## config.mk

```make
export PLATFORM = sky130hd
export DESIGN_NAME = i3c_tgt_subsys
export DESIGN_NICKNAME = d
export VERILOG_FILES = /design/src/logic/i3c_tgt_pkg.sv /design/src/logic/i3c_bus_cond.sv /design/src/logic/i3c_enthdr_tgt.sv /design/src/logic/i3c_priv_wr_tgt.sv /design/src/logic/i3c_sda_arbiter.sv /design/src/logic/i3c_tgt_subsys.sv
export SDC_FILE = /design/constraint.sdc
export NUM_CORES = 1
export LEC_CHECK = 0
export ABC_CLOCK_PERIOD_IN_PS = 2700
export BUFFER_PORTS_ARGS = -buffer_cell sky130_fd_sc_hd__buf_2
export CAP_MARGIN = 40
export CORE_MARGIN = 2
export CORE_UTILIZATION = 55
export DETAILED_ROUTE_END_ITERATION = 8
export PLACE_DENSITY = 0.75
export SYNTH_ARGS = -nofsm -noshare
export SYNTH_HDL_FRONTEND = slang
export SYNTH_SLANG_ARGS = --single-unit
```

## constraint.sdc

```tcl
create_clock -name i_sys_clk -period 2.7 [get_ports i_sys_clk]
set_input_delay 0.135 -clock i_sys_clk [delete_from_list [all_inputs] [get_ports i_sys_clk]]
set_output_delay 0.135 -clock i_sys_clk [all_outputs]
set_load 0.01 [all_outputs]
```

## src/logic/i3c_tgt_pkg.sv

```systemverilog
`default_nettype none

package i3c_tgt_pkg;

	//////////////////////////////////////////////////
	// bus constants.
	//////////////////////////////////////////////////

	localparam int I3C_ADDR_W = 7;                                 // target address width.

	localparam logic [I3C_ADDR_W-1:0] I3C_BCAST_ADDR = 7'h7E;      // broadcast address.
	localparam logic [7:0] I3C_CCC_ENTHDR0 = 8'h20;                // enter hdr mode 0 ccc.

	//////////////////////////////////////////////////
	// engine state encoding.
	//////////////////////////////////////////////////

	// shared by both target engines, each walks its own copy.
	typedef enum logic [2:0] {
		IDLE     = 3'd0,   // bus free, waiting for start.
		ADDR     = 3'd1,   // shifting address + rnw.
		ACK      = 3'd2,   // holding sda low for the ack bit.
		DATA     = 3'd3,   // shifting a data or ccc byte.
		PARITY   = 3'd4,   // sampling the t-bit.
		WAIT_END = 3'd5    // not ours, wait for start or stop.
	} eng_st_t;

	//////////////////////////////////////////////////
	// sda requester index.
	//////////////////////////////////////////////////

	// lower index wins in the arbiter.
	typedef enum logic {
		ENG_ENTHDR = 1'b0,   // enthdr detector.
		ENG_PRIV   = 1'b1    // private write receiver.
	} eng_idx_t;

endpackage

`default_nettype wire

```

## src/logic/i3c_bus_cond.sv

```systemverilog
`default_nettype none

module i3c_bus_cond (
	input wire i_sys_clk,
	input wire i_sys_rst,
	input wire i_scl,
	input wire i_sda,
	output logic o_sda_s,
	output logic o_scl_rise,
	output logic o_scl_fall,
	output logic o_start,
	output logic o_stop
);

	//////////////////////////////////////////////////
	// pin synchronizers.
	//////////////////////////////////////////////////

	logic [1:0] scl_sync;   // two flop chain for scl.
	logic [1:0] sda_sync;   // two flop chain for sda.
	logic scl_d;            // previous synced scl.
	logic sda_d;            // previous synced sda.
	logic scl_s;            // synced scl.

	// the bus idles high, so everything resets to one.
	// that keeps a spurious edge from firing right after reset.
	always_ff @(posedge i_sys_clk or negedge i_sys_rst)
	begin
		if (!i_sys_rst)
		begin
			scl_sync <= 2'b11;
			sda_sync <= 2'b11;
			scl_d <= 1'b1;
			sda_d <= 1'b1;
		end
		else
		begin
			scl_sync <= {scl_sync[0], i_scl};   // shift in the raw pin.
			sda_sync <= {sda_sync[0], i_sda};
			scl_d <= scl_sync[1];               // history for edge compare.
			sda_d <= sda_sync[1];
		end
	end

	assign scl_s = scl_sync[1];
	assign o_sda_s = sda_sync[1];

	//////////////////////////////////////////////////
	// edge and condition pulses.
	//////////////////////////////////////////////////

	assign o_scl_rise = scl_s & ~scl_d;   // one cycle per scl rise.
	assign o_scl_fall = ~scl_s & scl_d;   // one cycle per scl fall.

	// sda moving while scl stays high is a bus condition, not data.
	// a repeated start looks the same as a start here.
	assign o_start = scl_s & scl_d & sda_d & ~o_sda_s;   // sda falls.
	assign o_stop = scl_s & scl_d & ~sda_d & o_sda_s;    // sda rises.

endmodule

`default_nettype wire

```

## src/logic/i3c_enthdr_tgt.sv

```systemverilog
`default_nettype none

module i3c_enthdr_tgt (
	input wire i_sys_clk,
	input wire i_sys_rst,
	input wire i_sda_s,
	input wire i_scl_rise,
	input wire i_scl_fall,
	input wire i_start,
	input wire i_stop,
	input wire i_gnt,
	output logic o_sda_req,
	output logic o_hdr_mode,
	output logic o_parity_err
);

	import i3c_tgt_pkg::*;

	eng_st_t state;        // engine fsm.
	logic [3:0] bit_cnt;   // bits shifted in the current byte.
	logic [7:0] shift_q;   // address + rnw, then the ccc byte.

	//////////////////////////////////////////////////
	// bit shifter.
	//////////////////////////////////////////////////

	// msb first, sampled on the scl rise pulse.
	always_ff @(posedge i_sys_clk)
	begin
		if (i_scl_rise && (state == ADDR || state == DATA))
		begin
			shift_q <= {shift_q[6:0], i_sda_s};
		end
	end

	//////////////////////////////////////////////////
	// control fsm.
	//////////////////////////////////////////////////

	always_ff @(posedge i_sys_clk or negedge i_sys_rst)
	begin
		if (!i_sys_rst)
		begin
			state <= IDLE;
			bit_cnt <= 4'd0;
			o_sda_req <= 1'b0;
			o_hdr_mode <= 1'b0;
			o_parity_err <= 1'b0;
		end
		else
		begin
			o_parity_err <= 1'b0;   // single cycle pulse.
			if (i_stop)
			begin
				// stop ends the transfer and stands in for the hdr exit pattern.
				state <= IDLE;
				o_sda_req <= 1'b0;
				o_hdr_mode <= 1'b0;
			end
			else if (i_start)
			begin
				state <= ADDR;      // start or repeated start.
				bit_cnt <= 4'd0;
				o_sda_req <= 1'b0;
			end
			else
			begin
				case (state)
				ADDR:
				begin
					if (i_scl_rise && bit_cnt != 4'd8)
					begin
						bit_cnt <= bit_cnt + 4'd1;
					end
					else if (i_scl_fall && bit_cnt == 4'd8)
					begin
						// eighth bit done, only 7E with write is ours.
						if (shift_q == {I3C_BCAST_ADDR, 1'b0})
						begin
							state <= ACK;
							o_sda_req <= 1'b1;   // pull sda for the ack bit.
						end
						else
						begin
							state <= WAIT_END;
						end
					end
				end
				ACK:
				begin
					if (i_scl_rise && !i_gnt)
					begin
						state <= WAIT_END;   // lost the line, counts as nack.
						o_sda_req <= 1'b0;
					end
					else if (i_scl_fall)
					begin
						state <= DATA;       // ack bit over, release sda.
						bit_cnt <= 4'd0;
						o_sda_req <= 1'b0;
					end
				end
				DATA:
				begin
					if (i_scl_rise)
					begin
						bit_cnt <= bit_cnt + 4'd1;
						if (bit_cnt == 4'd7)
						begin
							state <= PARITY;     // ccc byte complete.
							bit_cnt <= 4'd0;
						end
					end
				end
				PARITY:
				begin
					if (i_scl_rise)
					begin
						// t-bit carries odd parity of the ccc byte.
						if (i_sda_s != ~^shift_q)
						begin
							o_parity_err <= 1'b1;
						end
						else if (shift_q == I3C_CCC_ENTHDR0)
						begin
							o_hdr_mode <= 1'b1;   // held until stop.
						end
						state <= WAIT_END;        // other cccs are ignored.
					end
				end
				IDLE, WAIT_END: ;                // only start or stop moves on.
				default: state <= IDLE;
				endcase
			end
		end
	end

endmodule

`default_nettype wire

```

## src/logic/i3c_priv_wr_tgt.sv

```systemverilog
`default_nettype none

module i3c_priv_wr_tgt #(
	parameter logic [i3c_tgt_pkg::I3C_ADDR_W-1:0] STATIC_ADDR = 7'h2A
) (
	input wire i_sys_clk,
	input wire i_sys_rst,
	input wire i_sda_s,
	input wire i_scl_rise,
	input wire i_scl_fall,
	input wire i_start,
	input wire i_stop,
	input wire i_gnt,
	input wire i_hdr_mode,
	output logic o_sda_req,
	output logic [7:0] o_wr_data,
	output logic o_wr_valid,
	output logic o_parity_err
);

	import i3c_tgt_pkg::*;

	eng_st_t state;        // engine fsm.
	logic [3:0] bit_cnt;   // bits shifted so far.
	logic [7:0] shift_q;   // address + rnw, then each data byte.

	//////////////////////////////////////////////////
	// data path.
	//////////////////////////////////////////////////

	always_ff @(posedge i_sys_clk)
	begin
		if (i_scl_rise && (state == ADDR || state == DATA))
		begin
			shift_q <= {shift_q[6:0], i_sda_s};   // msb first.
		end
		if (i_scl_rise && state == PARITY)
		begin
			o_wr_data <= shift_q;                 // qualified by o_wr_valid.
		end
	end

	//////////////////////////////////////////////////
	// control fsm.
	//////////////////////////////////////////////////

	always_ff @(posedge i_sys_clk or negedge i_sys_rst)
	begin
		if (!i_sys_rst)
		begin
			state <= IDLE;
			bit_cnt <= 4'd0;
			o_sda_req <= 1'b0;
			o_wr_valid <= 1'b0;
			o_parity_err <= 1'b0;
		end
		else
		begin
			o_wr_valid <= 1'b0;     // pulses, the bus sets the pace.
			o_parity_err <= 1'b0;
			if (i_stop)
			begin
				state <= IDLE;
				o_sda_req <= 1'b0;
			end
			else if (i_start)
			begin
				state <= ADDR;      // a repeated start also ends a write.
				bit_cnt <= 4'd0;
				o_sda_req <= 1'b0;
			end
			else
			begin
				case (state)
				ADDR:
				begin
					if (i_scl_rise && bit_cnt != 4'd8)
					begin
						bit_cnt <= bit_cnt + 4'd1;
					end
					else if (i_scl_fall && bit_cnt == 4'd8)
					begin
						// no sdr ack while the bus is in hdr mode.
						if (shift_q == {STATIC_ADDR, 1'b0} && !i_hdr_mode)
						begin
							state <= ACK;
							o_sda_req <= 1'b1;
						end
						else
						begin
							state <= WAIT_END;
						end
					end
				end
				ACK:
				begin
					if (i_scl_rise && !i_gnt)
					begin
						state <= WAIT_END;   // no grant means nack.
						o_sda_req <= 1'b0;
					end
					else if (i_scl_fall)
					begin
						state <= DATA;
						bit_cnt <= 4'd0;
						o_sda_req <= 1'b0;   // hand sda back to the controller.
					end
				end
				DATA:
				begin
					if (i_scl_rise)
					begin
						bit_cnt <= bit_cnt + 4'd1;
						if (bit_cnt == 4'd7)
						begin
							state <= PARITY;
							bit_cnt <= 4'd0;
						end
					end
				end
				PARITY:
				begin
					if (i_scl_rise)
					begin
						// odd parity check, then straight on to the next byte.
						if (i_sda_s == ~^shift_q)
						begin
							o_wr_valid <= 1'b1;
						end
						else
						begin
							o_parity_err <= 1'b1;   // byte dropped.
						end
						state <= DATA;
					end
				end
				IDLE, WAIT_END: ;
				default: state <= IDLE;
				endcase
			end
		end
	end

endmodule

`default_nettype wire

```

## src/logic/i3c_sda_arbiter.sv

```systemverilog
`default_nettype none

module i3c_sda_arbiter (
	input wire i_sys_clk,
	input wire i_sys_rst,
	input wire [2**$bits(i3c_tgt_pkg::eng_idx_t)-1:0] i_req,
	output logic [2**$bits(i3c_tgt_pkg::eng_idx_t)-1:0] o_gnt,
	output logic o_sda_oe
);

	import i3c_tgt_pkg::*;

	logic gnt_act_q;       // a grant is held.
	eng_idx_t owner_q;     // who holds it.
	logic gnt_act_nxt;
	eng_idx_t owner_nxt;

	// fixed priority, but only picked when the line is free.
	// the owner keeps it until its request drops.
	always_comb
	begin
		gnt_act_nxt = gnt_act_q;
		owner_nxt = owner_q;
		if (gnt_act_q)
		begin
			gnt_act_nxt = i_req[owner_q];   // release on drop.
		end
		else
		begin
			for (int i = $size(i_req) - 1; i >= 0; i--)
			begin
				if (i_req[i])
				begin
					gnt_act_nxt = 1'b1;
					owner_nxt = eng_idx_t'(i);   // lowest index wins.
				end
			end
		end
	end

	always_ff @(posedge i_sys_clk or negedge i_sys_rst)
	begin
		if (!i_sys_rst)
		begin
			gnt_act_q <= 1'b0;
			owner_q <= ENG_ENTHDR;
			o_sda_oe <= 1'b0;
		end
		else
		begin
			gnt_act_q <= gnt_act_nxt;
			owner_q <= owner_nxt;
			o_sda_oe <= gnt_act_nxt & i_req[owner_nxt];   // one cycle after request.
		end
	end

	// decode the held grant back to one bit per engine.
	always_comb
	begin
		o_gnt = '0;
		o_gnt[owner_q] = gnt_act_q;
	end

endmodule

`default_nettype wire

```

## src/logic/i3c_tgt_subsys.sv

```systemverilog
`default_nettype none

module i3c_tgt_subsys #(
	parameter logic [i3c_tgt_pkg::I3C_ADDR_W-1:0] STATIC_ADDR = 7'h2A
) (
	input wire i_sys_clk,
	input wire i_sys_rst,
	input wire i_scl,
	input wire i_sda,
	output logic o_sda_oe,
	output logic o_hdr_mode,
	output logic [7:0] o_wr_data,
	output logic o_wr_valid,
	output logic o_parity_err
);

	import i3c_tgt_pkg::*;

	localparam logic PP_OD = 1'b0;   // open-drain only, no push-pull drive.

	logic sda_s, scl_rise, scl_fall, bus_start, bus_stop;
	logic enthdr_req, priv_req;
	logic enthdr_perr, priv_perr;
	logic sda_pull;                  // arbiter pull-down enable.
	logic [2**$bits(eng_idx_t)-1:0] sda_req;
	logic [2**$bits(eng_idx_t)-1:0] sda_gnt;

	//////////////////////////////////////////////////
	// bus front end and engines.
	//////////////////////////////////////////////////

	i3c_bus_cond u_bus_cond (
		.i_sys_clk(i_sys_clk), .i_sys_rst(i_sys_rst), .i_scl(i_scl), .i_sda(i_sda),
		.o_sda_s(sda_s), .o_scl_rise(scl_rise), .o_scl_fall(scl_fall),
		.o_start(bus_start), .o_stop(bus_stop)
	);

	i3c_enthdr_tgt u_enthdr_tgt (
		.i_sys_clk(i_sys_clk), .i_sys_rst(i_sys_rst), .i_sda_s(sda_s),
		.i_scl_rise(scl_rise), .i_scl_fall(scl_fall), .i_start(bus_start),
		.i_stop(bus_stop), .i_gnt(sda_gnt[ENG_ENTHDR]), .o_sda_req(enthdr_req),
		.o_hdr_mode(o_hdr_mode), .o_parity_err(enthdr_perr)
	);

	i3c_priv_wr_tgt #(.STATIC_ADDR(STATIC_ADDR)) u_priv_wr_tgt (
		.i_sys_clk(i_sys_clk), .i_sys_rst(i_sys_rst), .i_sda_s(sda_s),
		.i_scl_rise(scl_rise), .i_scl_fall(scl_fall), .i_start(bus_start),
		.i_stop(bus_stop), .i_gnt(sda_gnt[ENG_PRIV]), .i_hdr_mode(o_hdr_mode),
		.o_sda_req(priv_req), .o_wr_data(o_wr_data), .o_wr_valid(o_wr_valid),
		.o_parity_err(priv_perr)
	);

	//////////////////////////////////////////////////
	// sda sharing.
	//////////////////////////////////////////////////

	assign sda_req[ENG_ENTHDR] = enthdr_req;
	assign sda_req[ENG_PRIV] = priv_req;

	i3c_sda_arbiter u_sda_arbiter (
		.i_sys_clk(i_sys_clk), .i_sys_rst(i_sys_rst), .i_req(sda_req),
		.o_gnt(sda_gnt), .o_sda_oe(sda_pull)
	);

	assign o_sda_oe = sda_pull & ~PP_OD;             // pull low only in open-drain mode.
	assign o_parity_err = enthdr_perr | priv_perr;   // either engine's t-bit error.

endmodule

`default_nettype wire

```

Yosys cells after proc, flatten, opt, wreduce, memory -nomap -nowiden
Cells that the tools add are included.

Add/sub/neg operators: 2. Order comparisons: 3. Equality and inequality tests: 47. Mux-type cells: 82. Bitwise gates (word level): 15. Reductions and logical operators: 36.

Operators with widths (number): $mux W3 (19); $ne A4 B4 Y1 const B (12); $mux W1 (45); $mux W4 (11); $pmux W3 S5 (2); $ne A3 B3 Y1 const B (8); $pmux W4 S3 (2); $reduce_bool A4 Y1 (4); $reduce_xnor A8 Y1 (2); $reduce_and A5 Y1 (3); $reduce_and A7 Y1 (2); $eq A3 B2 Y1 const B (4); $eq A3 B3 Y1 const B (4); $reduce_and A6 Y1 (2); $logic_and A1 B1 Y1 (11); $add A4 B1 Y4 const B (2); $and A1 B1 Y1 (8); $eq A4 B3 Y1 const B (2); $eq A4 B4 Y1 const B (2); $eq A8 B6 Y1 const B (1); $eq A8 B7 Y1 const B (1); $eq A8 B8 Y1 const B (1); $ne A4 B3 Y1 const B (2); $eq A3 B1 Y1 const B (2); 19 further kinds (33).

Bits in registers: 53. Bits of input ports: 4. Output and inout port bits: 12. Word-level logic and storage cells: 205.

Depth between registers and ports, before layout
Depth in word-level cells: 11. Depth in mapped cells: 7. Depth with buffers taken out: 7.

Hierarchy
A second synthesis with hierarchy kept.

Cell total of the unflattened synthesis: 252. Area total of the unflattened synthesis: 2857.7 sq um.

By module, submodules not included: i3c_priv_wr_tgt (times used 1, cells an instance 120, area each 1390.1 sq um, sequential area each 730.7 sq um); i3c_enthdr_tgt (times used 1, cells an instance 109, area each 1133.6 sq um, sequential area each 490.5 sq um); i3c_bus_cond (times used 1, cells an instance 10, area each 190.2 sq um, sequential area each 157.7 sq um); i3c_sda_arbiter (times used 1, cells an instance 12, area each 137.6 sq um, sequential area each 75.1 sq um); i3c_tgt_subsys (times used 1, cells an instance 1, area each 6.3 sq um, sequential area each 0.0 sq um).

Worst setup path after synthesis
No wires, ideal clock.

Path kind: register to register. From: register u_bus_cond.scl_d. To: register u_enthdr_tgt.bit_cnt[0]. Library setup time: 0.125 ns. Arrival: 1.820 ns. Required time: 2.575 ns. Setup slack: 0.755 ns. Stages on the path, launching flop included: 7. Buffers on the path: 1. Period minus slack after synthesis: 1.945 ns. Path through: dfstp_2 > buf_4 > nand2_4 > nor3b_4 > nor3_2 > or3_4 > mux2_4.

Longest elaborated chain between the ends: 5. Elaborated cells on any way between the ends: 18. Classes of those cells: eq/ne: 4; mux: 1; bitwise: 9; reduce/logical: 4.

RTL lines: start: declaration (RTL line i3c_bus_cond.sv:21) `logic scl_d;`; start signal: assignment (RTL line i3c_bus_cond.sv:40) `scl_d <= scl_sync[1];`; $and A1 B1 Y1 or $not A1 Y1 (tied branches) (RTL line i3c_bus_cond.sv:57, i3c_bus_cond.sv:58, i3c_bus_cond.sv:52); $and A1 B1 Y1 (on tied branches) (RTL line i3c_bus_cond.sv:57, i3c_bus_cond.sv:52, i3c_bus_cond.sv:58); $and A1 B1 Y1 (tied with other cells) (RTL line i3c_bus_cond.sv:57) `assign o_start = scl_s & scl_d & sda_d & ~o_sda_s;`; $ne A3 B2 Y1 (no source line) (tied with other cells); $reduce_and A6 Y1 (no source line); end signal: assignment (RTL line i3c_enthdr_tgt.sv:73) `bit_cnt <= bit_cnt + 4'd1;`; end signal: assignment (RTL line i3c_enthdr_tgt.sv:107) `bit_cnt <= bit_cnt + 4'd1;`; end: declaration (RTL line i3c_enthdr_tgt.sv:20) `logic [3:0] bit_cnt;`.

Parallel ways exist; a longest one is shown, timed or not. A chain may end at the register's enable or synchronous reset.

Worst setup path after layout
From: register u_bus_cond.scl_sync[1]. To: register u_enthdr_tgt.bit_cnt[0].

Longest elaborated chain between the ends: 5. Elaborated cells on any way between the ends: 18. Classes of those cells: eq/ne: 4; mux: 1; bitwise: 9; reduce/logical: 4.

RTL lines: start: declaration (RTL line i3c_bus_cond.sv:19) `logic [1:0] scl_sync;`; start signal: assignment (RTL line i3c_bus_cond.sv:38) `scl_sync <= {scl_sync[0], i_scl};`; $and A1 B1 Y1 (RTL line i3c_bus_cond.sv:57, i3c_bus_cond.sv:58); $and A1 B1 Y1 (on tied branches) (2 in a row) (RTL line i3c_bus_cond.sv:57, i3c_bus_cond.sv:58); $ne A3 B2 Y1 (no source line) (tied with other cells); $reduce_and A6 Y1 (no source line).

Parallel ways exist; a longest one is shown, timed or not.

==> qor.csv <==
stage,metric,value,unit
cells_and_area,layout.area.seq,1450,um2
clocking,clkTransAtPathRegs,100,ps
clocking,clkSinkCount,53,
worst_setup_path,path_cells,nand2_4 -> nor3b_4 -> nor3_2 -> or3_4 -> mux2_4,
power,peakVddDrop,0.442,mV
timing,max_freq,472,MHz
timing,fin_hold_ws,360,ps
placement,dpl.cell_count,335,
die,core_area,5040,um2
clocking,cts_buffer_depth,2,
cells_and_area,drive_gt1_frac,0.170,
cells_and_area,layout.cells.non_filler,346,
cells_and_area,fin_util,0.620,
synthesis,async_flop_share,0.547,
worst_setup_path,slowest_stage,dfstp_2,
die,dieArea,5770,um2
worst_setup_path,timing.critical_path.to_type,flop,
die,die_h,76.0,um
placement,io_buffer_count,15,
global_route,grt_use_total,0.190,
timing,grt_setup_unrepaired,no,
worst_setup_path,critPathKind,reg -> reg,
timing,tightest_slew,734,ps
routing,firstDrtPassIters,4,
synthesis,yosys_warnings,0,
global_route,grt_antenna_before_repair,0,
clocking,postCtsHoldBufs,3,
timing,period_needed,2120,ps
timing,finalClockSkew,6.32,ps
cells_and_area,multi_input_area,1260,um2
synthesis,synth.top_cells.by_area,"edfxtp_1 25%, dfrtp_1 20%, ha_1 6.6%",
timing,finalCritPeriodShare,0.784,
synthesis,syn_area_per_cell,11.1,um2
synthesis,synthesis.area,2850,um2
worst_setup_path,critical_path.max_fanout,10,
die,die_w,76.0,um
cells_and_area,diodes,0,
placement,gp_congestion,0.861,
clocking,clk_latency,310,ps
synthesis,ys_seq_area_frac,0.510,
routing,vias_per_cell,5.53,
worst_setup_path,worstSetupStartpointType,flop,
routing,ant_nets,0,
timing,fin_ws,582,ps
clocking,cts_setup_buffers,0,
clocking,cts_resized,0,
global_route,grt_start_max_net_pins,30,
routing,drt_iter0_drc,215,
die,start_util,0.565,
routing,wl,5190,um
clocking,cts_tree,done,
synthesis,synth_top_flop_cell,edfxtp_1,
die,pin_count,16,
worst_hold_path,hold_path_class,in -> async,
synthesis,syn_inst,256,
synthesis,syn-num-nets,275,
job,maxCapViolations,0,
timing,maxSlewViolCount,0,
synthesis,synth_edf_count,24,
timing,timing_hold_violations_final,0,
die,core.rowCount,26,
power,p_per_area,811,nW/um2
power,p_leak,1.35,nW
synthesis,yosysTopAreaCell,edfxtp_1,
timing,setup_viol,0,
clocking,root_buffer,clkbuf_8,
synthesis,yosysTopAreaCellShare,0.253,
routing,wl_per_cell,15.0,um
timing,max_slew_margin,0.509,
global_route,grt_overflow,0,
placement,dp_slack,612,ps
routing,drc_errors,0,
global_route,grt_pass1_wl,8760,um
clocking,htree_levels,2,
clocking,cts_buffers,5,
cells_and_area,fillerInstances,385,
synthesis,ys_seq_elements,53,
run_status,outcome,"finished, final reports clean",
timing,fin_tns_setup,0,ps
placement,hpwl,3690,um
cells_and_area,area_delta_synth_final,9.75,%
cells_and_area,fin_nets,294,
routing,dr_total_vias,1912,
worst_setup_path,cp_data_arrival_time,2330,ps
worst_setup_path,required,2910,ps
global_route,grt_pass1_vias,1806,
worst_setup_path,crit_path_max_incr_delay,660,ps
synthesis,ys_types,54,
## cells in the final DEF, fill, tap and decap left out, types with 6 or more instances in the layout
master,instances
dfstp_2,6
ha_1,15
mux2i_1,6
nand3_1,6
inv_1,25
nor2b_1,7
edfxtp_1,24
nand2_1,15
xnor2_1,7
a21oi_1,13
dfrtp_1,23
nand2b_1,8
nor2_1,16
buf_2,15
## routing by layer
metal / share of wire / wire length [um] / up-vias / GRT usage
li1: - / - / 951 / -
met1: 0.49 / 2540 / 916 / 0.278
met2: 0.45 / 2360 / 38 / 0.288
met3: 0.043 / 224 / 7 / 0.0379
met4: 0.012 / 63 / 0 / 0.0582
met5: 0 / 0 / - / 0
## final timing paths
kind / slack, ps / cells after the start / startpoint / endpoint
worst max-delay path: 580 / 5 / u_bus_cond.scl_sync[1] / u_enthdr_tgt.bit_cnt[0]
worst min-delay path: 360 / 2 / i_sys_rst / u_priv_wr_tgt.o_wr_valid
worst max register to register: 580 / 5 / u_bus_cond.scl_sync[1] / u_enthdr_tgt.bit_cnt[0]
worst min register to register: 360 / 0 / u_bus_cond.scl_sync[0] / u_bus_cond.scl_sync[1]
max in group asynchronous: 1910 / 2 / i_sys_rst / u_enthdr_tgt.o_parity_err
min in group i_sys_clk: 360 / 0 / u_bus_cond.scl_sync[0] / u_bus_cond.scl_sync[1]
## metrics by stage
| step | area, um2 | total power [mW] |
|---|---|---|
| 2_1_floorplan | 2850 | 1.79 |
| 3_3_place_gp | 2980 | 1.94 |
| 3_5_place_dp | 2980 | 1.97 |
| 5_1_grt | 3130 | 2.70 |
| 6_report | 3130 | 2.54 |
| 4_1_cts | 3130 | 2.55 |
## cells by family (layout without fill, tap and decap cells)
family	count (synthesis)	in the layout	synth area share
flops	53	53	0.510
xor+xnor	9	9	0.0303
fa+ha+maj	17	17	0.0729
compound gates	51	51	0.125
buf+inv	32	52	0.0474
simple gates	84	84	0.172
mux	10	10	0.0422
## power breakdown
| part | internal, mW | total, mW | switching, mW | leakage, nW |
|---|---|---|---|---|
| combinational | 0.382 | 0.789 | 0.407 | 0.707 |
| clock | 0.285 | 0.577 | 0.293 | 0.0603 |
| sequential | 0.988 | 1.17 | 0.183 | 0.579 |
## cells in the mapped netlist, types with 6 or more instances
master	n
dfstp_2	6
edfxtp_1	24
a21oi_1	13
xnor2_1	7
nor2_1	16
dfrtp_1	23
nor2b_1	7
nand3_1	6
inv_1	25
nand2b_1	8
ha_1	15
nand2_1	15
mux2i_1	6
## state kept, by name, indices dropped and copies added, names as in the netlist, 2 cells and up
| name | flops |
|---|---|
| u_bus_cond.sda_sync | 2 |
| u_bus_cond.scl_sync | 2 |
| u_priv_wr_tgt.bit_cnt | 4 |
| u_enthdr_tgt.state | 3 |
| u_priv_wr_tgt.shift_q | 8 |
| u_priv_wr_tgt.o_wr_data | 8 |
| u_enthdr_tgt.shift_q | 8 |
| u_enthdr_tgt.bit_cnt | 4 |
| u_priv_wr_tgt.state | 3 |
## area by class of cell
cell class              count  area share
clock buffers               5      0.0220
well taps                  70      0.0280
repair buffers             19      0.0360
inverters                  25      0.0300
multi-input cells         171       0.403
clock inverters             3      0.0160
flip-flops and latches     53       0.465
## critical path: cells and delay by family, from the launching register on
family           cells  cell delay, ps
AND/OR/NAND/NOR      4            1050
flip-flops           1             660
multiplexers         1             300
Power figures use the tool's default switching activity.
